==> config.mk <==
export PLATFORM = sky130hd
export DESIGN_NAME = eeprom_ctrl
export DESIGN_NICKNAME = d
export VERILOG_FILES = /design/src/eeprom_bus_pkg.sv /design/src/eeprom_host_pkg.sv /design/src/eeprom_ctrl.sv
export SDC_FILE = /design/constraint.sdc
export NUM_CORES = 1
export LEC_CHECK = 0
export ABC_AREA = 1
export BUFFER_PORTS_ARGS = -buffer_cell sky130_fd_sc_hd__buf_2
export CORE_UTILIZATION = 49
export DETAILED_ROUTE_END_ITERATION = 7
export HOLD_SLACK_MARGIN = 0.06
export PLACE_DENSITY = 0.78
export SYNTH_ARGS = -nofsm -noshare
export SYNTH_HDL_FRONTEND = slang
export SYNTH_SLANG_ARGS = --single-unit
==> constraint.sdc <==
create_clock -name CLK -period 3.6 [get_ports CLK]
set_clock_uncertainty 0.1 [all_clocks]
set_input_delay 0.54 -clock CLK [delete_from_list [all_inputs] [get_ports CLK]]
set_output_delay 0.54 -clock CLK [all_outputs]
set_load 0.1 [all_outputs]
==> src/eeprom_bus_pkg.sv <==
package eeprom_bus_pkg;

    // quarters per bus symbol
    localparam int QUARTERS = 4;

    // fixed upper nibble of the select byte
    localparam logic [3:0] DEV_CODE = 4'b1010;

    // one symbol on scl/sda
    typedef enum logic [1:0] {
        op_start = 2'd0,
        op_stop  = 2'd1,
        op_write = 2'd2,
        op_read  = 2'd3
    } bit_op_e;

    typedef struct packed {
        bit_op_e op;
        logic    sbit;    // level to send on op_write
    } bit_cmd_t;

endpackage

==> src/eeprom_host_pkg.sv <==
package eeprom_host_pkg;

    localparam int ADDR_W = 11;
    localparam int DATA_W = 8;

    // captured on a wr or rd strobe
    typedef struct packed {
        logic              write;   // 0 means random read
        logic [ADDR_W-1:0] addr;
        logic [DATA_W-1:0] wdata;
    } host_req_t;

    // valid with ack, held until the next one
    typedef struct packed {
        logic [DATA_W-1:0] rdata;
        logic              nack;    // device refused a byte
    } host_rsp_t;

endpackage

==> src/eeprom_ctrl.sv <==
`timescale 1ns/1ps

module eeprom_ctrl (
    input  logic                       CLK,
    input  logic                       RESET,
    input  logic                       wr,
    input  logic                       rd,
    input  eeprom_host_pkg::host_req_t req,
    output logic                       ack,
    output eeprom_host_pkg::host_rsp_t rsp,
    output logic                       cmd_valid,
    output eeprom_bus_pkg::bit_cmd_t   cmd,
    input  logic                       bit_done,
    input  logic                       rbit,
    output logic                       load,
    output logic                       shift,
    output logic [7:0]                 load_byte,
    input  logic                       msb,
    input  logic                       last_bit,
    input  logic [7:0]                 shift_byte
);
    import eeprom_bus_pkg::*;
    import eeprom_host_pkg::*;

    typedef enum logic [3:0] {
        st_idle,
        st_start,
        st_select,
        st_address,
        st_data_out,
        st_rstart,
        st_select_rd,
        st_data_in,
        st_ack,
        st_stop
    } state_e;

    state_e    state;
    state_e    ret_state;   // where to go once the ack bit is through
    state_e    ret_next;
    host_req_t req_q;
    logic      send;        // shifter msb is ready to go out
    logic      pending;     // a command is out at the bit engine
    logic      nack_q;
    logic      dev_nack;

    // only a read symbol carries the device answer
    assign dev_nack = (cmd.op == op_read) && rbit;

    always_comb
    begin
        case (state)
            st_address:   ret_next = req_q.write ? st_data_out : st_rstart;
            st_data_out:  ret_next = st_stop;
            st_select_rd: ret_next = st_data_in;
            default:      ret_next = st_address;
        endcase
    end

    // shifter strobes follow bit_done in the same cycle
    always_comb
    begin
        load      = 1'b0;
        load_byte = 8'hff;
        shift     = bit_done && (state inside {st_select, st_address, st_data_out,
                                               st_select_rd, st_data_in});
        if (bit_done)
        begin
            case (state)
                st_start:
                begin
                    load      = 1'b1;
                    load_byte = {DEV_CODE, req_q.addr[10:8], 1'b0};
                end
                st_rstart:
                begin
                    load      = 1'b1;
                    load_byte = {DEV_CODE, req_q.addr[10:8], 1'b1};
                end
                st_ack:
                begin
                    load = !dev_nack && (ret_state inside {st_address, st_data_out, st_data_in});
                    if (ret_state == st_address)
                        load_byte = req_q.addr[7:0];
                    else if (ret_state == st_data_out)
                        load_byte = req_q.wdata;
                end
                default: load = 1'b0;
            endcase
        end
    end

    always_ff @(posedge CLK)
    begin
        logic     go;
        bit_cmd_t nxt;
        go  = 1'b0;
        nxt = cmd;
        if (RESET)
        begin
            state     <= st_idle;
            ret_state <= st_idle;
            send      <= 1'b0;
            pending   <= 1'b0;
            nack_q    <= 1'b0;
            ack       <= 1'b0;
            rsp       <= '0;
            cmd_valid <= 1'b0;
            cmd       <= '{op: op_stop, sbit: 1'b1};
        end
        else
        begin
            ack     <= 1'b0;
            pending <= pending && !bit_done;
            case (state)
                st_idle:
                    if (wr || rd)   // wr wins, req.write carries it
                    begin
                        req_q  <= req;
                        nack_q <= 1'b0;
                        state  <= st_start;
                        go     = 1'b1;
                        nxt    = '{op_start, 1'b1};
                    end
                st_start, st_rstart:
                    if (bit_done)
                    begin
                        state <= (state == st_start) ? st_select : st_select_rd;
                        send  <= 1'b1;
                    end
                st_select, st_address, st_data_out, st_select_rd:
                    if (send)
                    begin
                        send <= 1'b0;
                        go   = 1'b1;
                        nxt  = '{op_write, msb};
                    end
                    else if (bit_done && last_bit)
                    begin
                        state     <= st_ack;
                        ret_state <= ret_next;
                        go        = 1'b1;
                        nxt       = '{op_read, 1'b1};   // release for device ack
                    end
                    else if (bit_done)
                        send <= 1'b1;
                st_data_in:
                    if (bit_done)
                    begin
                        go = 1'b1;
                        if (last_bit)
                        begin
                            state     <= st_ack;
                            ret_state <= st_stop;
                            nxt       = '{op_write, 1'b1};   // master nack
                        end
                        else
                            nxt = '{op_read, 1'b1};
                    end
                st_ack:
                    if (bit_done)
                    begin
                        if (dev_nack)
                        begin
                            nack_q <= 1'b1;
                            state  <= st_stop;
                            go     = 1'b1;
                            nxt    = '{op_stop, 1'b0};
                        end
                        else
                        begin
                            case (ret_state)
                                st_address, st_data_out:
                                begin
                                    state <= ret_state;
                                    send  <= 1'b1;
                                end
                                st_rstart, st_data_in:
                                begin
                                    state <= ret_state;
                                    go    = 1'b1;
                                    nxt   = (ret_state == st_rstart) ? '{op_start, 1'b1}
                                                                     : '{op_read, 1'b1};
                                end
                                default:
                                begin
                                    state <= st_stop;
                                    go    = 1'b1;
                                    nxt   = '{op_stop, 1'b0};
                                end
                            endcase
                        end
                    end
                st_stop:
                    if (bit_done)
                    begin
                        state    <= st_idle;
                        ack      <= 1'b1;
                        rsp.nack <= nack_q;
                        if (!req_q.write && !nack_q)
                            rsp.rdata <= shift_byte;
                    end
                default: state <= st_idle;
            endcase
            cmd_valid <= go;
            if (go)
            begin
                cmd     <= nxt;
                pending <= 1'b1;
            end
        end
    end

    // next command only once the engine reported the last one
    assert property (@(posedge CLK) disable iff (RESET)
        cmd_valid |-> $past(!pending || bit_done));

    assert property (@(posedge CLK) disable iff (RESET) ack |=> !ack);

endmodule

==> metrics.md <==
| Metric | Value |
|---|---|
| RSZ-0062 raised after global routing | false |
| Area growth syn-to-layout | 20.3% |
| Comb pwr share | 46.6% |
| GR Util All Layers | 22.0% |
| Share of layout cells above drive strength 1 | 29.6% |
| Worst-path fanout max | 15 |
| Avg WL per Cell | 12.7 um |
| Via-to-Cell Ratio | 5.18 |
| DR iter-0 viols | 154 |
| Hold WS | 0.310 ns |
| Final worst-path setup slack | 0.596 ns |
| DRT Pass-1 Iters | 4 |
| Top delay family on crit path | simple AND/OR/NAND/NOR gates |
| Worst slew pin tran | 0.578 ns |
| Library cells used by synthesis | 25 |
| First-pass GRT wire length | 8420 um |
| Post-synthesis cell count | 279 |
| Data arrival time of the worst path | 2.36 ns |
| Post-route cell area | 2670 um^2 |
| Net count after synthesis | 315 |
| Root Buffer | clkbuf_8 |
| Initial antenna violation count | 0 |
| Pint | 1040 uW |
| # DRC | 0 |
| Final WL | 4980 um |
| CTS sink cnt | 44 |
| CP Cell Sequence | inv_2 -> nand2_1 -> nor2_2 -> nand4_1 -> nor2_1 -> o21ai_0 -> inv_1 -> buf_2 |
| RePlAce Congestion | 0.945 |
| Clock group share of total power | 18.6% |
| Critical Path Max Stage Delay | 0.47 ns |
| IO Pins | 60 |
| Final Core Density | 61.4% |
| DIE HEIGHT | 69.3 um |
| Final hold violation count | 0 |
| Crit-path slowest cell | nor2_2 |
| Setup CP Type | reg2out |
| Antenna-violating nets left | 0 |
| Setup bufs post-CTS | 0 |
| TritonCTS clock tree | yes |
| Die area | 4810 um^2 |
| R2R cell count | 8 |
| Dpl hpwl | 3750 um |
| Die width | 69.3 um |
| TritonCTS buffer count | 5 |
| Fmax | 333 MHz |
| Max_slew headroom | 61.4% |
| Setup crit end kind | output port |
| Post-Syn Area | 2220 um^2 |
| Status | finished clean |
| Worst path depth | 8 |
| # setup viols final | 0 |
| DP Worst Slack | 0.949 ns |
| Final worst-path cycle share | 83.4% |
| Max Slew Vio Count | 0 |
| Switching power | 948 uW |
| Leak | 0.00124 uW |
| Crit path time final | 3.00 ns |
| Via count | 2036 |
| Fillers | 383 |
| Port Buffers | 59 |
| Seq/Total Area, Yosys | 48.6% |
| Maxcap violations | 0 |
| Power per standard cell area | 743 nW/um^2 |
| Clk_lat worst skew | 0.30 ns |
| CTS Hold Bufs | 0 |
| Starting Density | 51.0% |
| Cts repair resizes | 0 |
| Core Region | 4350 um^2 |
| Clk pin slew, worst setup/hold paths | 0.08 ns |
| CP Data Required Time | 2.96 ns |
| Placement Cell Area | 2570 um^2 |
| Sw Ratio | 47.7% |
| Nets | 376 |
| Worst Hold Depth | 1 |
| # H-tree levels | 2 |
| Vias in the first global route | 1903 |
| Min-Delay Path Class | in2reg |
| Row Count | 24 |
| Largest net degree at the start of global routing | 21 |
| Yosys reg bits | 44 |
| Startpoint types | flip-flop |
| Mean Syn Cell Area | 7.96 um^2 |
| Total gr overflow | 0 |
| Crit path buf inv count | 3 |
| Max Buffers Root-to-Sink | 2 |
| Peak VDD IR | 0.000330 V |
| Post-route setup TNS | 0 ns |
| Reg power frac | 34.8% |
| Yosys Warn Count | 0 |
| Ant diodes | 0 |
-- logic make-up after synthesis --
logic type             synth area share [%]
and+or+nand+nor                        33.4
AOI/OAI and AO/OA                      11.0
buffers and inverters                  6.92
DFF                                    48.6
-- state kept, by name (all words and copies together), names as in the netlist --
register / flops
rsp: 9
state: 4
cmd: 3
cmd_valid: 1
ret_state: 4
nack_q: 1
req_q: 20
send: 1
ack: 1
-- power by group through the flow --
| stage | clock, uW | combinational [uW] | sequential, uW |
|---|---|---|---|
| after detailed placement | 0 | 922 | 701 |
| final | 370 | 926 | 691 |
| after global placement | 0 | 916 | 699 |
| after CTS | 379 | 927 | 691 |
| after global routing | 397 | 1000 | 703 |
| after floorplan | 0 | 601 | 856 |
-- worst paths after layout --
kind | startpoint | to | slack [ns]
worst min register to register | rsp[0]$_SDFFE_PP0P_ | rsp[0]$_SDFFE_PP0P_ | 0.36
worst min-delay path | req[14] | req_q[14]$_DFFE_PP_ | 0.31
worst max-delay path | state[0]$_SDFFE_PP0P_ | load | 0.60
worst max register to register | state[0]$_SDFFE_PP0P_ | cmd[2]$_SDFFE_PP0P_ | 1.71
-- cells in the mapped netlist, drive strengths merged --
master,instances,area (um^2)
a31oi,1,6.26
buf,5,25.0
nand2,76,325
nor2,45,213
clkbuf,1,3.75
a21oi,13,76.3
edfxtp,20,601
inv,32,120
o211ai,1,7.51
nand3,25,150
o221ai,6,52.6
a211oi,1,7.51
nand4,7,43.8
nor3,2,10.0
dfxtp,24,480
o21ai,19,95.1
clkinv,1,5.00
-- stage by stage --
stage / std cells / power [uW]
after global placement: 385 / 1610
after global routing: 393 / 2100
after CTS: 393 / 2000
after detailed placement: 385 / 1620
final: 393 / 1990
after floorplan: 279 / 1460
-- layout by cell type (no fill, tap or decap), types with 7 or more instances in the layout --
master,Yosys,routed
a21oi_1,12,12
buf_2,5,59
dfxtp_1,24,24
edfxtp_1,20,20
inv_1,23,23
inv_2,9,9
nand2_1,68,68
nand3_1,20,20
nand4_1,7,7
nor2_1,35,35
nor2_2,8,8
o21ai_0,19,19
-- per-layer routing --
| layer | GRT usage, % | vias to the layer above | part of all wire (%) | wire length (um) |
|---|---|---|---|---|
| met1 | 27.5 | 924 | 43 | 2160 |
| met3 | 5.81 | 6 | 5.4 | 269 |
| li1 | - | 1042 | - | - |
| met4 | 7.03 | 0 | 1.2 | 58 |
| met2 | 37.0 | 64 | 50 | 2490 |
| met5 | 0 | - | 0 | 0 |
-- cell type report --
cell class              count  area (um^2)  area share, %
repair buffers             60          303           11.3
flip-flops and latches     44         1080           40.4
multi-input cells         196          992           37.1
clock inverters             1         30.0           1.12
inverters                  33          125           4.68
clock buffers               7         76.3           2.86
well taps                  52         65.1           2.43
Note: power is estimated with default switching activity, not from simulation.
