File: src/eeprom_bus_pkg.sv
package eeprom_bus_pkg;

    // quarters per bus symbol
    localparam int QUARTERS = 4;

    // fixed upper nibble of the select byte
    localparam logic [3:0] DEV_CODE = 4'b1010;

    // one symbol on scl/sda
    typedef enum logic [1:0] {
        op_start = 2'd0,
        op_stop  = 2'd1,
        op_write = 2'd2,
        op_read  = 2'd3
    } bit_op_e;

    typedef struct packed {
        bit_op_e op;
        logic    sbit;    // level to send on op_write
    } bit_cmd_t;

endpackage

File: src/bit_engine.sv
`timescale 1ns/1ps

module bit_engine #(
    parameter int CLKS_PER_QUARTER = 2
) (
    input  logic                     CLK,
    input  logic                     RESET,
    input  logic                     cmd_valid,
    input  eeprom_bus_pkg::bit_cmd_t cmd,
    output logic                     bit_done,
    output logic                     rbit,
    output logic                     scl,
    output logic                     sda_low,
    input  logic                     sda_in
);
    import eeprom_bus_pkg::*;

    localparam int         QW         = $clog2(CLKS_PER_QUARTER + 1);
    localparam logic [1:0] LAST_PHASE = 2'(QUARTERS - 1);

    bit_cmd_t      cur;
    logic          busy;
    logic [1:0]    phase;
    logic [QW-1:0] qcnt;
    logic          q_end;

    if (CLKS_PER_QUARTER < 1)
    begin : g_bad_rate
        $error("CLKS_PER_QUARTER must be at least 1");
    end

    // {scl, sda_low} for a given quarter of a symbol
    function automatic logic [1:0] pin_levels(bit_cmd_t c, logic [1:0] ph);
        logic scl_v;
        logic low_v;
        scl_v = (ph == 2'd1) || (ph == 2'd2);
        case (c.op)
            op_start: low_v = ph[1];   // falls in quarter 2 while scl is high
            op_stop:
            begin
                scl_v = (ph != 2'd0);
                low_v = !ph[1];        // rises in quarter 2
            end
            op_write: low_v = !c.sbit;
            default:  low_v = 1'b0;    // read bit leaves sda to the slave
        endcase
        return {scl_v, low_v};
    endfunction

    assign q_end    = (qcnt == QW'(CLKS_PER_QUARTER - 1));
    assign bit_done = busy && q_end && (phase == LAST_PHASE);

    always_ff @(posedge CLK)
    begin
        if (RESET)
        begin
            busy    <= 1'b0;
            phase   <= '0;
            qcnt    <= '0;
            cur     <= '{op: op_stop, sbit: 1'b1};
            scl     <= 1'b1;   // bus idle
            sda_low <= 1'b0;
        end
        else if (!busy)
        begin
            if (cmd_valid)
            begin
                busy           <= 1'b1;
                cur            <= cmd;
                phase          <= '0;
                qcnt           <= '0;
                {scl, sda_low} <= pin_levels(cmd, 2'd0);
            end
        end
        else if (q_end)
        begin
            qcnt <= '0;
            if (phase == LAST_PHASE)
                busy <= 1'b0;   // pins hold until the next symbol
            else
            begin
                phase          <= phase + 2'd1;
                {scl, sda_low} <= pin_levels(cur, phase + 2'd1);
            end
        end
        else
            qcnt <= qcnt + 1'b1;
    end

    // mid-high sample
    always_ff @(posedge CLK)
    begin
        if (busy && cur.op == op_read && phase == 2'd1 && q_end)
            rbit <= sda_in;
    end

    assert property (@(posedge CLK) disable iff (RESET)
        (scl && $past(scl) && $changed(sda_low)) |-> (cur.op inside {op_start, op_stop}));

endmodule

File: config.mk
export PLATFORM = sky130hd
export DESIGN_NAME = bit_engine
export DESIGN_NICKNAME = d
export VERILOG_FILES = /design/src/eeprom_bus_pkg.sv /design/src/bit_engine.sv
export SDC_FILE = /design/constraint.sdc
export NUM_CORES = 1
export LEC_CHECK = 0
export ABC_AREA = 1
export BUFFER_PORTS_ARGS = -buffer_cell sky130_fd_sc_hd__buf_2
export CELL_PAD_IN_SITES_DETAIL_PLACEMENT = 1
export CELL_PAD_IN_SITES_GLOBAL_PLACEMENT = 2
export CORE_UTILIZATION = 28
export DETAILED_ROUTE_END_ITERATION = 12
export GPL_TIMING_DRIVEN = 0
export PLACE_DENSITY_LB_ADDON = 0.1
export RECOVER_POWER = 25
export SLEW_MARGIN = 5
export SYNTH_ARGS = -nofsm -noshare
export SYNTH_HDL_FRONTEND = slang
export SYNTH_SLANG_ARGS = --single-unit
File: constraint.sdc
create_clock -name CLK -period 1.3 [get_ports CLK]
set_input_delay 0.13 -clock CLK [delete_from_list [all_inputs] [get_ports CLK]]
set_output_delay 0.13 -clock CLK [all_outputs]
set_load 0.02 [all_outputs]
==> results of run 1 <==
## critical path: cells and delay by family (launching register included)
kind / cells / cell delay, ns
and+or+nand+nor: 3 / 0.27
buffers and inverters: 2 / 0.19
DFF: 1 / 0.38
## sequential cells by signal, summed over array words and instances (netlist names)
name / cells
busy: 1
cur: 3
phase: 2
qcnt: 2
rbit: 1
scl: 1
sda_low: 1
## worst max-delay path by stage
stage	to	slack (ns)	cells after the start
after floorplan	sda_low$_SDFFE_PP0P_	0.17	8
after global placement	sda_low$_SDFFE_PP0P_	0.09	8
after detailed placement	sda_low$_SDFFE_PP0P_	0.08	8
after CTS	bit_done	0.01	4
after global routing	bit_done	-0.005	5
final	bit_done	0.05	5
## Yosys cell counts
cell type and instances:
sky130_fd_sc_hd__nand2_1 18, sky130_fd_sc_hd__nand2_2 1, sky130_fd_sc_hd__nor2_1 10, sky130_fd_sc_hd__nor2_2 1, sky130_fd_sc_hd__ha_1 5, sky130_fd_sc_hd__edfxtp_1 1, sky130_fd_sc_hd__o21bai_1 1, sky130_fd_sc_hd__nor3_1 1
sky130_fd_sc_hd__dfxtp_1 10, sky130_fd_sc_hd__nand3b_1 1, sky130_fd_sc_hd__nand3_1 9, sky130_fd_sc_hd__inv_1 14, sky130_fd_sc_hd__a21oi_1 3, sky130_fd_sc_hd__o21ai_0 3, sky130_fd_sc_hd__o211ai_1 2
## stage by stage
stage | TNS (ns) | hold WS, ns | instances
floorplan | 0 | 0.1991 | 80
global placement | 0 | 0.3075 | 117
detailed placement | 0 | 0.3110 | 117
CTS | 0 | 0.01297 | 121
global route | -0.009754 | 0.01926 | 121
finish | 0 | 0.01740 | 121
## cell families (layout without fill, tap and decap cells)
logic type               after synthesis  count (layout)  share of synthesized area, %
AND/OR/NAND/NOR                       41              41                         30.57
buffers and inverters                 14              28                         9.170
flip-flops                            11              11                         40.17
AO/OA/AOI/OAI                          9               9                         9.168
adder cells (fa/ha/maj)                5               5                         10.92
## cell type report
cell class	count	share of cell area, %
Multi-Input combinational cell	55	41.73
Tap cell	27	4.856
Timing Repair Buffer	10	7.554
Clock buffer	3	3.237
Sequential cell	11	34.35
Inverter	14	7.554
Clock inverter	1	0.7194
## metal layers
layer / vias to the layer above / GRT usage [%] / share of wire [%]
met3: 2 / 6.923 / 4.0
li1: 283 / - / -
met5: - / 0 / 0
met4: 0 / 5.143 / 1.0
met2: 7 / 21.37 / 45
met1: 242 / 15.53 / 50
## report_power, final
| group | internal, W | switching [W] |
|---|---|---|
| Sequential | 0.000359 | 0.0000156 |
| Clock | 0.000114 | 0.000134 |
| Combinational | 0.0000382 | 0.0000614 |
## what timing repair did
action / in CTS / in global routing
hold endpoints to repair: 0 / 0
gates resized for setup: 4 / 3
setup endpoints to repair: 1 / 2
==> run summary, run 1 <==
The total global routing overflow came out at 0. Entering global routing, the biggest net connects 10 pins. Leaving out fill and tap cells, the most frequent cells in the layout are sky130_fd_sc_hd__nand2_1, sky130_fd_sc_hd__inv_1, sky130_fd_sc_hd__nor2_1, sky130_fd_sc_hd__nand3_1, sky130_fd_sc_hd__buf_2. In this run the critical register-to-register path is captured at sda_low$_SDFFE_PP0P_. In this run the count of I/O pins placed on the die edge is 11. The post-synthesis cell type count came out at 15. The number of remaining DRC errors is 0. The power per cell area came out at 1038 mW/mm^2. Setup repair after global routing could not meet its margin everywhere. The critical path starts at busy$_SDFF_PP0_. Measured on the finished design, the core utilization comes to 35.82%.

The category of the worst setup path launch point is a register. The total standard cell area after synthesis came out at 573.1 sq um. The initial core utilization came out at 29.51%. The highest attainable clock frequency is 0.8025 GHz. The worst path meets setup with 0.05384 ns of slack. The post-detailed-route via-to-cell ratio is 4.413.

The number of placement rows is 16. The max-capacitance violation count is 0. Sorting the synthesized cells by area gives the leading types as sky130_fd_sc_hd__dfxtp_1, sky130_fd_sc_hd__nand2_1, sky130_fd_sc_hd__ha_1, sky130_fd_sc_hd__inv_1, sky130_fd_sc_hd__nand3_1.

The die outline width came out at 47.24 um. The kind of path behind the tightest hold check is input port to register. The longest clock path from root to sink contains 2 buffers. The global router's overall resource usage came out at 13.54%. Summing all non-filler instances in the final layout gives an area of about 700 sq um.

The final net count is between 100 and 150. The area taken by flip-flops and latches came out at about 240 sq um. The die span in y came out at 47.24 um. The total of buffers placed on input and output ports came out at 10. Cells with a size suffix above 1 make up 20.21% of the layout. The post-placement cell area came out at about 660 sq um. After filler insertion, the fill cell instance count of the layout stands at 269. The tree is rooted in a sky130_fd_sc_hd__clkbuf_4.

The average wire per cell in the routed design came out at 10.40 um. The hold path depth is 2. The slowest stage of the critical path is the sky130_fd_sc_hd__dfxtp_4 cell. The endpoint with the worst hold slack is phase[1]$_SDFFE_PP0P_. Traced cell by cell, the critical path runs through nand2_1 > nor2_2 > nand2_1 > inv_1 > buf_4.

After the first detailed-routing iteration, the DRC count stood at 1. Synthesis produced a netlist whose cell count is 80. The average instance in the mapped netlist occupies between 7 and 8 sq um. The H-tree depth reported by CTS came out at 1.

The number of antenna diodes in the final layout is 0. The number of antenna violations at the first check in global routing came out at 0. sky130_fd_sc_hd__dfxtp_1 takes more of the synthesized area than any other cell. The share of the Yosys chip area taken by registers is between 40% and 50%. The number of pins exceeding their max-slew limit in the final report is 0. Compared with the post-synthesis result, the final layout area differs by 21.40%. The total power is 0.0007220 W. The number of synthesized register bits came out at 11. The final weighted congestion of routability-driven global placement is between 0.7 and 0.8. TritonCTS built the clock tree.

The setup skew after layout came out at 0.01209 ns. The detailed-route via count came out at 534. TritonCTS created 3 clock buffers. The number of global-route vias before repair is 458.

STA puts the critical path data arrival time at 1.12 ns. Summed over its instances, the top area cell type makes up between 30% and 40% of the synthesized netlist area. The top fanout value on the critical path came out at 6. The count of warnings emitted by yosys is 0.

The residual antenna-violating net count after detailed routing is 0. The stage delay of the slowest cell on the critical path is 0.38 ns. The clock net in this run drives a total of 11 sinks. Leaving out fill and tap cells, the most frequent cell in the layout is sky130_fd_sc_hd__nand2_1. The start-to-end type of the worst setup path is register to output port. The worst ir drop on vdd is 0.0004848 V. The tightest slew margin relative to the limit is between 80% and 90%. The run finished with clean final reports. The clock-pin slew on the worst setup and hold paths is 0.09 ns. Summed over all nets, the half-perimeter wirelength after detailed placement is 991.3 um.

The number of hold-slack violations in the final timing report came out at 0. The first-pass iteration count of the detailed router came out at 2. The post-CTS setup buffer count came out at 0. The clock period minus worst slack came out at 1.246 ns. The wire length of the first global-routing pass came out at 1980 um. The static leakage came out at 0.3546 nW.

The worst slack at placement is around 0.080 ns. The total detailed-routing wirelength is 1258 um. The number of nets produced by synthesis came out at 92. STA classifies the critical path endpoint as an output port.

The standard cell core area is 0.001942 sq mm. The setup slack of the worst register-to-register path came out at 0.09 ns. The most prevalent standard cell on the critical path is sky130_fd_sc_hd__nand2_1. The data required time at the worst endpoint came out at 1.17 ns. In the final layout, the multi-input gates occupy 290.3 sq um. The die covers 0.002232 sq mm. In this run, post-CTS hold repair placed 0 buffers. In this run the most critical hold path is launched from RESET. The post-route clock period utilization came out at between 90% and 100%. The number of setup violations in the final report is 0. The clock reaches the later pin of the worst-skew pair after 0.28 ns. In this run the critical register-to-register path is launched from phase[1]$_SDFFE_PP0P_. Measured in cells, the most critical reg-to-reg path has a length of 8. The transition at the pin with the smallest max-transition slack is 0.2816 ns.
(Power assumes the default switching activity.)
==> run 2, diff against run 1 <==
--- a/config.mk
+++ b/config.mk
@@ -7,12 +7,10 @@
 export LEC_CHECK = 0
 export ABC_AREA = 1
 export BUFFER_PORTS_ARGS = -buffer_cell sky130_fd_sc_hd__buf_2
-export CELL_PAD_IN_SITES_DETAIL_PLACEMENT = 1
-export CELL_PAD_IN_SITES_GLOBAL_PLACEMENT = 2
-export CORE_UTILIZATION = 28
+export CORE_AREA = 2 2 39 41
 export DETAILED_ROUTE_END_ITERATION = 12
+export DIE_AREA = 0 0 41 43
 export GPL_TIMING_DRIVEN = 0
-export PLACE_DENSITY_LB_ADDON = 0.1
 export RECOVER_POWER = 25
 export SLEW_MARGIN = 5
 export SYNTH_ARGS = -nofsm -noshare
==> run 2 against run 1 <==
Critical endpoint unchanged. Sequential cell count unchanged. Via count down 3.0%. Sequential power barely moved. Largest power group unchanged. Non-clock buffer count increased by 1. Clock skew decreased by 0.0096 ns. Core utilization rose by 14 points. Register-to-register slack improved by 0.04 ns. First-iteration DRC count rose by 100%. Fmax rose by 1.1%. Cell count is 8.3% lower. Highest routed layer unchanged.
==> run summary, run 2 (synthesis gave the netlist of run 1 again) <==
The data arrival at the endpoint of the critical path is 1.10 ns. The area taken by flip-flops and latches came out at 239.0 sq um. The HPWL after detailed placement is 818.8 um. After detailed routing, the number of vias per cell comes to 4.667.

The buffer depth of the longest clock path came out at 2. In this run, the number of DRC markers left after iteration 0 of detailed routing was 2. The die span in y came out at 43 um. The residual antenna-violating net count after detailed routing is 0. Data on the critical path is required at its endpoint by 1.17 ns.

The number of hold-slack violations in the final timing report came out at 0. The repair_antennas step left the layout with diodes totalling 0. The routed design could run at a clock period as short as 1.233 ns. Summing over every cut layer, the via total after detailed routing is 518. The congestion estimate from routability-driven global placement came to around 0.71. The element type at the critical path end is an output port. The layout cell share with drive strength beyond 1 is about a fifth. The total clock sinks is 11. Before antenna repair, the detailed router went through 4 iterations. In this run, CTS created clock tree buffers numbering 3. The number of pins exceeding their max-slew limit in the final report is 0.

The top fanout value on the critical path came out at 6. The number of flip-flops under the largest register name came out at 3. The pin count of the biggest net entering global routing came out at 10. The largest registers in the layout are cur: 3 flops, phase: 2 flops, qcnt: 2 flops. The analysis attributes to net switching a power of 0.0001892 W. The run finished with clean final reports.

The total detailed-routing wirelength came out at 1036 um. The area occupied by multi-input gates came out at 292.8 sq um. The cell with the biggest individual delay on the critical path is sky130_fd_sc_hd__dfxtp_4.

After global routing the overflow that remains totals 0. The highest attainable clock frequency is around 0.81 GHz. Setup repair after global routing left no endpoint under its margin. After detailed routing, the number of remaining DRC violations is 0. The register with the most flip-flops in the final layout is cur. The post-route clock period utilization is 94.82%. The first global-routing pass estimated 1800 um of wire. The critical path goes through ha_2 > nand2_1 > inv_1 > buf_4. The tightest slew margin relative to the limit is just over 80%. The stage delay of the slowest cell on the critical path is 0.37 ns. The worst setup path is of the register to output port kind. The power share of the clock group came out at 32.9%.

The post-synthesis to final-layout area growth came out at 20.09%. Internal power comes to 0.0005166 W. Summing all non-filler instances in the final layout gives an area of 688.2 sq um. In the layout the commonest cells are sky130_fd_sc_hd__nand2_1, sky130_fd_sc_hd__inv_1, sky130_fd_sc_hd__nor2_1, sky130_fd_sc_hd__nand3_1. The power per cell area came out at 1026 mW/mm^2. The die outline width came out at 41 um. The worst hold path belongs to the class input port to register. The die footprint is 0.001763 sq mm. The top cell family by delay on the critical path is flip-flops. The total area inside the core boundary comes to 0.001384 sq mm. The initial core utilization is 41.41%. The number of antenna violations at the first check in global routing is 0. In this run the number of H-tree levels came out at 1. On the final layout, the worst clock skew is 0.002446 ns. The switching part of the total came out at 26.81%. The combinational fraction of design power is ~14%. The transition at the pin with the smallest max-transition slack is around 0.26 ns. The clock-pin slew on the worst setup and hold paths is 0.07 ns.

The filler cell count is 150. The combined buffer and inverter count along the critical path is 2. The total of buffers placed on input and output ports is 10. The post-placement cell area is between 600 and 700 sq um. The commonest non-fill, non-tap cell in the layout is sky130_fd_sc_hd__nand2_1. The clock network latency to the later pin of the worst-skew pair came out at 0.26 ns. The number of top-level pins came out at 11. Summed over all cells, the static leakage comes to 0.3514 nW. The part of the total power dissipated in sequential elements is 52.9%. Setup violations remaining at the end of the flow were counted as 0.

The global router's overall resource usage is 14.92%. The number of placement rows came out at 14. VDD sags by at most 0.0007235 V. Dividing the detail-routed wire length by the instance count gives between 9 and 10 um. The worst setup path is launched from a register. The final net count came out at around 110. The sum of negative setup slack is 0 ns.

The number of global-route vias before repair was 448. TritonCTS built the clock tree. The tree is rooted in a sky130_fd_sc_hd__clkbuf_4. In this run, post-CTS hold repair placed 0 buffers. The max-capacitance violation count is 0.
run 2: cell count changes in the layout (fill, tap and decap cells not counted):
cell / previous run / this run
sky130_fd_sc_hd__buf_2: 9 / 7
sky130_fd_sc_hd__clkbuf_1: 0 / 3
sky130_fd_sc_hd__buf_4: 1 / 2
sky130_fd_sc_hd__clkinv_2: 1 / 0
sky130_fd_sc_hd__nand2_1: 19 / 18
sky130_fd_sc_hd__nand2_2: 0 / 1
run 2: final timing paths:
path	end	slack [ns]	cells past startpoint	from
max	bit_done	0.07	4	phase[0]$_SDFFE_PP0P_
min reg2reg	scl$_SDFFE_PP1P_	0.46	2	scl$_SDFFE_PP1P_
min	rbit$_DFFE_PP_	0.04	1	sda_in
max reg2reg	sda_low$_SDFFE_PP0P_	0.13	8	phase[1]$_SDFFE_PP0P_
run 2: metal layers:
metal | up-vias | part of all wire, % | wire length (um) | track usage [%]
li1 | 282 | - | - | -
met1 | 226 | 49 | 512 | 19.87
met2 | 8 | 45 | 467 | 21.56
met3 | 2 | 3.6 | 37 | 4.712
met4 | 0 | 1.8 | 19 | 6.000
met5 | - | 0 | 0 | 0
run 2: power by group through the flow:
stage | Sequential (W) | Combinational (W) | Clock, W
after global routing | 0.000376 | 0.000118 | 0.000257
after floorplan | 0.000388 | 0.0000621 | 0
final | 0.000373 | 0.000100 | 0.000232
after detailed placement | 0.000384 | 0.0000998 | 0
after global placement | 0.000383 | 0.0000978 | 0
after CTS | 0.000376 | 0.000100 | 0.000238
run 2: per-stage QoR:
| stage | std cells | worst slack, ns | utilization (%) | hold WS (ns) | total power (W) |
|---|---|---|---|---|---|
| detailed placement | 106 | 0.08620 | 46.47 | 0.3123 | 0.0004834 |
| finish | 111 | 0.06728 | 49.73 | 0.04220 | 0.0007058 |
| global route | 111 | 0.01261 | 49.73 | 0.03098 | 0.0007511 |
| CTS | 110 | 0.01566 | 48.55 | 0.03827 | 0.0007143 |
| global placement | 106 | 0.08409 | 46.47 | 0.3126 | 0.0004811 |
| floorplan | 80 | 0.1709 | - | 0.1991 | 0.0004500 |
run 2: what timing repair did:
item,in CTS,in global routing
pin swaps,0,0
endpoints found under the setup margin,1,3
setup buffers,0,1
resized for setup,2,5
run 2: area by class of cell:
type	instances	area share, %
Multi-Input combinational cell	55	42.55
Sequential cell	11	34.73
Timing Repair Buffer	11	8.364
Inverter	14	7.636
Clock buffer	4	3.818
Tap cell	16	2.909
