==> src/byte_shifter.sv <==
`timescale 1ns/1ps

module byte_shifter (
    input  logic       CLK,
    input  logic       RESET,
    input  logic       load,
    input  logic       shift,
    input  logic [7:0] load_byte,
    input  logic       sin,
    output logic       msb,
    output logic       last_bit,
    output logic [7:0] shift_byte
);
    logic [7:0] sreg;
    logic [2:0] bit_cnt;   // bit now on the wire

    // same register for send and receive
    always_ff @(posedge CLK)
    begin
        if (load)
            sreg <= load_byte;
        else if (shift)
            sreg <= {sreg[6:0], sin};   // out at the top, in at the bottom
    end

    always_ff @(posedge CLK)
    begin
        if (RESET)
            bit_cnt <= '0;
        else if (load)
            bit_cnt <= '0;
        else if (shift)
            bit_cnt <= bit_cnt + 3'd1;   // wraps after the eighth bit
    end

    assign msb        = sreg[7];
    assign last_bit   = (bit_cnt == 3'd7);
    assign shift_byte = sreg;

endmodule

==> config.mk <==
export PLATFORM = sky130hd
export DESIGN_NAME = byte_shifter
export DESIGN_NICKNAME = d
export VERILOG_FILES = /design/src/byte_shifter.sv
export SDC_FILE = /design/constraint.sdc
export NUM_CORES = 1
export LEC_CHECK = 0
export BUFFER_PORTS_ARGS = -buffer_cell sky130_fd_sc_hd__buf_2
export CORE_AREA = 2 2 39 41
export DETAILED_ROUTE_END_ITERATION = 16
export DIE_AREA = 0 0 41 43
export GPL_TIMING_DRIVEN = 0
export MAX_ROUTING_LAYER = met4
export PLACE_DENSITY = 0.76
export SLEW_MARGIN = 25
export SYNTH_ARGS = -nofsm -noshare
export SYNTH_HDL_FRONTEND = slang
export SYNTH_SLANG_ARGS = --single-unit
==> constraint.sdc <==
create_clock -name CLK -period 2.55 [get_ports CLK]
set_input_delay 0.51 -clock CLK [delete_from_list [all_inputs] [get_ports CLK]]
set_output_delay 0.51 -clock CLK [all_outputs]
set_load 0.02 [all_outputs]
==> impl_metrics.csv, run 1 <==
group,metric,value,unit
grt,grt_max_degree,11,
routing,ant_nets,0,
routing,drtIter0Drc,4,
clock_network,clock_latency,0.26,ns
layout,drive_above_1_share,64.3,%
worst_setup_path,cp_num_buf_inv,1,
clock_network,post_cts_buffers,0,
routing,vias_per_cell,4.63,
placed_design,post_dp_cell_area,637,um2
layout,areaGrowthSynthToFinish,30.9,%
worst_setup_path,crit_type,"flip-flop to primary output",
floorplanning,row_count,14,
pwr,p_per_area,619,nW/um2
outcome,status,"finished clean",
pwr,total_power,0.411,mW
synth,avgSynthCellArea,16.9,um2
clock_network,cts_resized,0,
worst_setup_path,path_common_cell,"ha_1",
placed_design,dp_hpwl,650,um
synth,async_flop_share,0,%
sta,worst_slew_pin_slew,0.186,ns
pwr,peakVddDrop,229,uV
routing,routedWlPerCell,11.3,um
routing,routed_wl,813,um
placed_design,place_congestion,0.591,
synth,ys_ff_latch,11,
synth,synthCells,30,
sta,hold_viol,0,
routing,drcViolationCount,0,
worst_setup_path,crit_fanout,2,
floorplanning,die_w,41,um
clock_network,cts_root_buf,"clkbuf_4",
synth,synth_enable_flop_cells,8,
worst_setup_path,max_stage_delay,0.33,ns
layout,final_cell_area,663,um2
worst_setup_path,cp_slowest_cell,"dfxtp_1",
routing,first_pass_iters,4,
worst_setup_path,worst_ep_arrival_time,1.11,ns
sta,min_period_over_period,63.4,%
synth,syn_nets,45,
min_path,hold_class,"input port to flip-flop",
synth,ys.flop_type,"edfxtp_1",
layout,nFillCells,129,
floorplanning,core_area,1380,um2
synth,synth_area_leader_cell,"edfxtp_1",
clock_network,cts_num_sinks,11,
sta,maxSlewViolCount,0,
floorplanning,ios,23,
floorplanning,die_y,43,um
layout,nNetsFinal,72,
worst_setup_path,endpoint_kind,"primary output",
sta,relSlewSlack,87.6,%
sta,setup_viol,0,
floorplanning,die_area,1760,um2
sta,skew,0.00199,ns
grt,grt_pass1_wl,1140,um
clock_network,cts_tree,"done",
synth,synth.area.top_cells,"edfxtp_1 47%, mux2_4 18%, dfxtp_1 12%",
routing,num_vias,333,
sta,timing.fmax,619,MHz
layout,seq_area,300,um2
clock_network,cts_buffer_depth,2,
sta,rsz0062_at_grt,"no",
synth,yosys_warnings,0,
grt,antenna_found_initial,0,
clock_network,hold_buffers,0,
placed_design,io_buffer_count,22,
worst_setup_path,cp_top_family,"adder cells",
worst_setup_path,path_cells,"ha_1 -> ha_1 -> buf_2",
clock_network,cts_made_buffers,3,
synth,synth_top_area_share,47.4,%
pwr,power_leakage,0.316,nW
synth,synth.most_common_cell,"edfxtp_1",
layout,antenna_cells,0,
synth,synthDistinctLibCells,11,
clock_network,clk_pin_slew,0.07,ns
synth,synthTopCellsByCount,"8 x edfxtp_1, 6 x mux2_4, 3 x dfxtp_1, 3 x nor3_1",
sta,whs,0.439,ns
worst_setup_path,startpoint_type,"flip-flop",
clock_network,htree_levels,1,
grt,gr-total-overflow,0,
synth,syn-cell-area,507,um2
layout,multi_input_area,188,um2
floorplanning,initial_utilization,36.6,%
grt,grt_use_total,10.1,%
worst_setup_path,cp.required,2.04,ns
grt,grt_pass1_vias,310,
flow_run,cap_violations,0,
sta,min_period,1.62,ns
synth,yosysSeqAreaShare,59.3,%
sta,finalSetupTns,0,ns
kinds of logic after synthesis:
logic type | Yosys count | synth area share, %
flip-flops | 11 | 59.3
AND/OR/NAND/NOR | 4 | 4.20
adder cells (fa/ha/maj) | 2 | 4.94
XOR/XNOR | 1 | 1.73
multiplexers | 10 | 26.2
buffers and inverters | 2 | 3.70
sequential cells by signal (all words and copies together), names as in the netlist:
signal,flops
bit_cnt,3
shift_byte,8
per-stage QoR:
| step | setup WS [ns] | util (%) | instances |
|---|---|---|---|
| 2_1_floorplan | 1.30 | - | 30 |
| 3_3_place_gp | 1.11 | 46.0 | 68 |
| 3_5_place_dp | 1.11 | 46.0 | 68 |
| 4_1_cts | 0.912 | 47.9 | 72 |
| 5_1_grt | 0.898 | 47.9 | 72 |
| 6_report | 0.934 | 47.9 | 72 |
where the power goes:
group | leakage, nW | internal, mW | switching (mW)
logic | 0.195 | 0.0397 | 0.0402
registers | 0.106 | 0.210 | 0.00692
clock network | 0.0150 | 0.0604 | 0.0529
total | 0.316 | 0.311 | 0.100
area by class of cell:
class,count,share of cell area (%)
multi-input cells,17,28.3
plain buffers,2,2.83
well taps,16,3.02
flip-flops and latches,11,45.3
repair buffers,22,16.6
clock buffers,4,3.96
cell usage in the layout, fill, tap and decap left out:
master and n:
buf_6 1, xnor2_1 1, edfxtp_1 8, buf_2 22
mux2_4 6, clkbuf_1 1, nor3_1 3, dfxtp_1 3
buf_4 1, clkbuf_4 3, ha_1 2, or2_2 1
mux2_2 2, mux2i_1 2
routing by layer:
layer | share of wire, % | GRT usage (%)
met5 | 0 | -
met4 | 0 | 6.00
met3 | 8.4 | 1.57
met2 | 49 | 17.5
met1 | 43 | 9.80
final timing paths:
kind | to | start | slack (ns) | cells past startpoint
worst min register to register | bit_cnt[2] | bit_cnt[2] | 0.53 | 2
worst max-delay path | last_bit | bit_cnt[0] | 0.93 | 3
worst min-delay path | bit_cnt[0] | RESET | 0.44 | 2
worst max register to register | bit_cnt[2] | bit_cnt[0] | 1.47 | 4
worst register-to-register path, stage by stage, from the launching register on:
cell and delay [ns]:
dfxtp_1 0.33, ha_1 0.20, ha_1 0.27, mux2i_1 0.13
nor3_1 0.05
No activity file was read; power rests on OpenSTA's default activity.
==> run 2, diff against run 1 <==
--- a/config.mk
+++ b/config.mk
@@ -6,12 +6,12 @@
 export NUM_CORES = 1
 export LEC_CHECK = 0
 export BUFFER_PORTS_ARGS = -buffer_cell sky130_fd_sc_hd__buf_2
-export CORE_AREA = 2 2 39 41
+export CORE_MARGIN = 2
+export CORE_UTILIZATION = 39
 export DETAILED_ROUTE_END_ITERATION = 16
-export DIE_AREA = 0 0 41 43
 export GPL_TIMING_DRIVEN = 0
 export MAX_ROUTING_LAYER = met4
-export PLACE_DENSITY = 0.76
+export PLACE_DENSITY = 0.8
 export SLEW_MARGIN = 25
 export SYNTH_ARGS = -nofsm -noshare
 export SYNTH_HDL_FRONTEND = slang
==> constraint.sdc (replaced) <==
create_clock -name CLK -period 1.4 [get_ports CLK]
set_input_delay 0.28 -clock CLK [delete_from_list [all_inputs] [get_ports CLK]]
set_output_delay 0.28 -clock CLK [all_outputs]
set_load 0.02 [all_outputs]
==> impl_metrics.csv, run 2 (synthesis gave the netlist of run 1 again) <==
group,metric,value,unit
grt,grt_pass1_wl,1290,um
pwr,peakVddDrop,569,uV
clock_network,htree_levels,1,
clock_network,cts_num_sinks,11,
grt,grt_use_total,13.5,%
pwr,p_per_area,1110,nW/um2
sta,timing.fmax,738,MHz
clock_network,cts_made_buffers,3,
layout,nNetsFinal,73,
floorplanning,die_w,40.0,um
worst_setup_path,startpoint_type,"flip-flop",
layout,drive_above_1_share,68.4,%
pwr,power_leakage,0.319,nW
routing,vias_per_cell,4.73,
routing,top_layer_used,"met3",
min_path,hold_class,"input port to flip-flop",
worst_setup_path,crit_fanout,2,
sta,setup_viol,0,
grt,grt_pass1_vias,326,
layout,finish.utilization,58.7,%
placed_design,io_buffer_count,22,
sta,finalSetupTns,0,ns
floorplanning,ios,23,
routing,ant_nets,0,
placed_design,dp_hpwl,623,um
worst_setup_path,cp_top_family,"adder cells",
placed_design,place_congestion,0.644,
routing,routed_wl,825,um
pwr,total_power,0.749,mW
worst_setup_path,crit_type,"flip-flop to primary output",
sta,min_period,1.36,ns
layout,final_cell_mix,"21 x buf_2, 8 x edfxtp_1, 6 x mux2_4",
grt,grt_max_degree,11,
layout,largest_register_ffs,8,
clock_network,hold_buffers,0,
floorplanning,row_count,12,
worst_setup_path,endpoint_kind,"primary output",
sta,relSlewSlack,86.9,%
routing,met2_wirelength,406,um
flow_run,cap_violations,0,
worst_setup_path,worst_ep_arrival_time,1.08,ns
routing,drtIter0Drc,0,
clock_network,cts_tree,"done",
routing,num_vias,336,
sta,min_period_over_period,96.8,%
floorplanning,initial_utilization,43.8,%
worst_setup_path,cp.required,1.12,ns
clock_network,clock_latency,0.26,ns
routing,wl_met1,346,um
clock_network,cts_buffer_depth,2,
sta,hold_viol,0,
outcome,status,"finished clean",
sta,worst_slew_pin_slew,0.196,ns
layout,final_common_cell,"buf_2",
clock_network,cts_root_buf,"clkbuf_4",
worst_setup_path,cp_num_buf_inv,1,
floorplanning,die_y,40.0,um
worst_setup_path,path_cells,"ha_1 -> ha_2 -> buf_6",
clock_network,clk_pin_slew,0.06,ns
sta,maxSlewViolCount,0,
floorplanning,die_area,1600,um2
worst_setup_path,max_stage_delay,0.32,ns
worst_setup_path,cp_slowest_cell,"dfxtp_2",
grt,gr-total-overflow,0,
sta,rsz0062_at_grt,"no",
routing,first_pass_iters,1,
grt,antenna_found_initial,0,
layout,areaGrowthSynthToFinish,33.8,%
routing,wl_met3,72,um
sta,skew,0.000336,ns
routing,routedWlPerCell,11.6,um
floorplanning,core_area,1160,um2
routing,drcViolationCount,0,
layout,antenna_cells,0,
-- run 2: final cells by class --
type,instances,area (um2)
plain buffers,2,18.8
well taps,14,17.5
repair buffers,23,124
fillers,107,478
multi-input cells,17,190
clock buffers,4,26.3
flip-flops and latches,11,302
-- run 2: path summary, 6_finish.rpt --
check / start / end / slack [ns] / depth (start not counted)
worst max-delay path: bit_cnt[0] / last_bit / 0.04 / 3
worst min-delay path: RESET / bit_cnt[0] / 0.20 / 2
worst max register to register: bit_cnt[0] / bit_cnt[2] / 0.33 / 4
worst min register to register: bit_cnt[1] / bit_cnt[1] / 0.53 / 2
-- run 2: metrics by stage --
| stage | hold slack (ns) | instances | cell area, um2 | setup WS, ns |
|---|---|---|---|---|
| floorplan | 0.357 | 30 | 507 | 0.371 |
| global placement | 0.480 | 66 | 634 | 0.197 |
| detailed placement | 0.487 | 66 | 634 | 0.185 |
| CTS | 0.195 | 70 | 668 | 0.00766 |
| global route | 0.197 | 71 | 678 | 0.00537 |
| finish | 0.204 | 71 | 678 | 0.0443 |
-- run 2: report_power, final --
group          internal (mW)  total, mW  leakage [nW]  switching [mW]
Combinational         0.0741      0.148         0.198          0.0737
Sequential             0.384      0.396         0.106          0.0127
Clock                  0.110      0.205        0.0150          0.0952
Total                  0.568      0.749         0.319           0.182
-- run 2: metal layers --
layer	global-route usage, %	vias up
li1	-	165
met1	11.6	152
met5	-	-
met3	6.67	0
met4	7.76	0
met2	23.4	19
-- run 2: what timing repair did --
item,CTS,global route
resized for setup,3,1
setup buffers,0,1
setup endpoints to repair,1,1
==> run 3, diff against run 2 <==
--- a/config.mk
+++ b/config.mk
@@ -5,13 +5,14 @@
 export SDC_FILE = /design/constraint.sdc
 export NUM_CORES = 1
 export LEC_CHECK = 0
+export ABC_AREA = 1
 export BUFFER_PORTS_ARGS = -buffer_cell sky130_fd_sc_hd__buf_2
 export CORE_MARGIN = 2
-export CORE_UTILIZATION = 39
+export CORE_UTILIZATION = 38
 export DETAILED_ROUTE_END_ITERATION = 16
 export GPL_TIMING_DRIVEN = 0
 export MAX_ROUTING_LAYER = met4
-export PLACE_DENSITY = 0.8
+export PLACE_DENSITY = 0.79
 export SLEW_MARGIN = 25
 export SYNTH_ARGS = -nofsm -noshare
 export SYNTH_HDL_FRONTEND = slang
==> impl_metrics.csv, run 3 <==
group,metric,value,unit
outcome,status,"finished clean",
synth,synthDistinctLibCells,10,
clock_network,htree_levels,1,
sta,maxSlewViolCount,0,
sta,min_period,1.34,ns
clock_network,cts_num_sinks,11,
sta,finalSetupTns,0,ns
routing,ant_nets,0,
pwr,pwr-share-seq,53.2,%
synth,avgSynthCellArea,8.94,um2
routing,first_pass_iters,4,
layout,nNetsFinal,99,
sta,setup_viol,0,
flow_run,cap_violations,0,
sta,worst_slew_pin_slew,0.352,ns
clock_network,hold_buffers,0,
layout,antenna_cells,0,
clock_network,clk_pin_slew,0.07,ns
grt,grt_max_degree,11,
synth,synthTopCellsByCount,"30 x nand2_1, 8 x edfxtp_1, 7 x nor2_1, 3 x dfxtp_1",
grt,antenna_found_initial,0,
sta,whs,0.263,ns
floorplanning,ios,23,
placed_design,dp_hpwl,610,um
layout,drive_above_1_share,37.3,%
worst_setup_path,r2r_cells,6,
synth,synth_top_area_share,48.0,%
synth,syn_nets,71,
pwr,total_power,0.745,mW
synth,synth_area_leader_cell,"edfxtp_1",
pwr,power_leakage,0.355,nW
sta,timing.fmax,746,MHz
sta,min_period_over_period,95.8,%
routing,routed_wl,818,um
layout,final_common_cell,"nand2_1",
worst_setup_path,endpoint_kind,"primary output",
routing,drtIter0Drc,6,
worst_setup_path,crit_type,"flip-flop to primary output",
pwr,switching_share,26.6,%
floorplanning,initial_utilization,39.4,%
floorplanning,die_w,40.3,um
synth,ys_ff_latch,11,
sta,skew,0.00798,ns
worst_setup_path,worst_ep_arrival_time,1.06,ns
worst_setup_path,critPathCapture,"last_bit",
synth,async_flop_share,0,%
floorplanning,die_y,40.3,um
routing,routedWlPerCell,8.35,um
min_path,hold-path-cell-count,4,
clock_network,cts_made_buffers,3,
pwr,combPwrFrac,17.8,%
worst_setup_path,startpoint,"bit_cnt[0]",
worst_setup_path,startpoint_type,"flip-flop",
pwr,power_frac_clock,29.0,%
synth,synth_enable_flop_cells,8,
pwr,intPower,0.547,mW
synth,synthCells,56,
grt,grt_pass1_wl,1210,um
routing,drcViolationCount,0,
routing,num_vias,410,
worst_setup_path,reg2reg_slack,0.33,ns
synth,synth.area.top_cells,"edfxtp_1 48%, nand2_1 23%, dfxtp_1 12%",
synth,yosys_warnings,0,
worst_setup_path,r2r-end,"bit_cnt[2]",
grt,gr-total-overflow,0,
pwr,p_sw,0.199,mW
sta,rsz0062_at_grt,"no",
grt,grt_pass1_vias,312,
min_path,hold_class,"input port to flip-flop",
layout,largest_register_ffs,8,
pwr,peakVddDrop,778,uV
floorplanning,die_area,1620,um2
placed_design,io_buffer_count,22,
clock_network,cts_tree,"done",
synth,yosysSeqAreaShare,60.0,%
floorplanning,core_area,1270,um2
pwr,p_per_area,1110,nW/um2
clock_network,clock_latency,0.26,ns
worst_setup_path,crit_fanout,2,
layout,final_cell_mix,"30 x nand2_1, 21 x buf_2, 8 x edfxtp_1",
grt,grt_use_total,12.2,%
clock_network,cts_root_buf,"clkbuf_4",
placed_design,place_congestion,0.605,
clock_network,cts_buffer_depth,2,
worst_setup_path,timing.rr.start,"bit_cnt[0]",
worst_setup_path,cp.required,1.12,ns
synth,syn-cell-area,500,um2
synth,synth.most_common_cell,"nand2_1",
sta,relSlewSlack,76.6,%
routing,vias_per_cell,4.18,
layout,areaGrowthSynthToFinish,34.5,%
floorplanning,row_count,13,
sta,hold_viol,0,
synth,ys.flop_type,"edfxtp_1",
==> run 3: cell types whose count changed in the layout (fill, tap and decap cells not counted) <==
cell     before  now
inv_1         0    2
nor2_1        0    7
mux2_2        2    0
mux2_4        6    0
or2_1         0    1
nand2_1       0   30
mux2i_1       2    0
inv_2         0    1
xnor2_1       1    0
or2_2         1    0
nor3_1        3    0
==> run 3: metrics by stage <==
stage | instance area, um2 | util [%] | cells | setup slack, ns
CTS | 656 | 51.7 | 97 | 0.0124
detailed placement | 629 | 49.6 | 93 | 0.202
global route | 673 | 53.1 | 98 | 0.0173
floorplan | 500 | - | 56 | 0.384
global placement | 629 | 49.6 | 93 | 0.241
finish | 673 | 53.1 | 98 | 0.0587
==> run 3: area by class of cell <==
class	instances	area, um2
repair buffers	23	124
flip-flops and latches	11	302
multi-input cells	40	173
well taps	15	18.8
inverters	3	11.3
plain buffers	2	18.8
fillers	127	596
clock buffers	4	26.3
==> run 3: routing by layer <==
metal,up-vias,global-route usage (%),routed length [um]
li1,227,-,-
met1,169,15.0,411
met2,14,17.7,348
met3,0,5.00,59
met4,0,5.00,0
met5,-,-,0
==> run 3: how the worst min path moves through the flow <==
stage	startpoint	endpoint	slack (ns)
6_report	RESET	bit_cnt[0]	0.26
5_1_grt	RESET	bit_cnt[0]	0.27
4_1_cts	RESET	bit_cnt[0]	0.27
3_5_place_dp	bit_cnt[1]	bit_cnt[1]	0.47
3_3_place_gp	bit_cnt[2]	bit_cnt[2]	0.46
2_1_floorplan	shift	bit_cnt[0]	0.41
==> run 3: power by group through the flow <==
stage               registers, mW  clock network (mW)  logic, mW
floorplan                   0.436                   0     0.0496
global placement            0.403                   0      0.130
detailed placement          0.404                   0      0.132
CTS                         0.397               0.214      0.132
global route                0.400               0.237      0.150
finish                      0.396               0.216      0.133
==> run 3: cells by family after synthesis <==
logic type / Yosys count / synth area share, %
simple gates: 38 / 29.0
fa+ha+maj: 2 / 5.00
buf+inv: 5 / 6.00
flops: 11 / 60.0
==> run 3: what timing repair did <==
item                                    in CTS  in global routing
setup buffers                                0                  1
gates resized for setup                      0                  4
endpoints found under the setup margin       0                  1
==> run 3: critical path, cell delays in order (launching register included) <==
cell	delay [ns]
dfxtp_2	0.32
ha_1	0.19
ha_2	0.17
buf_6	0.12
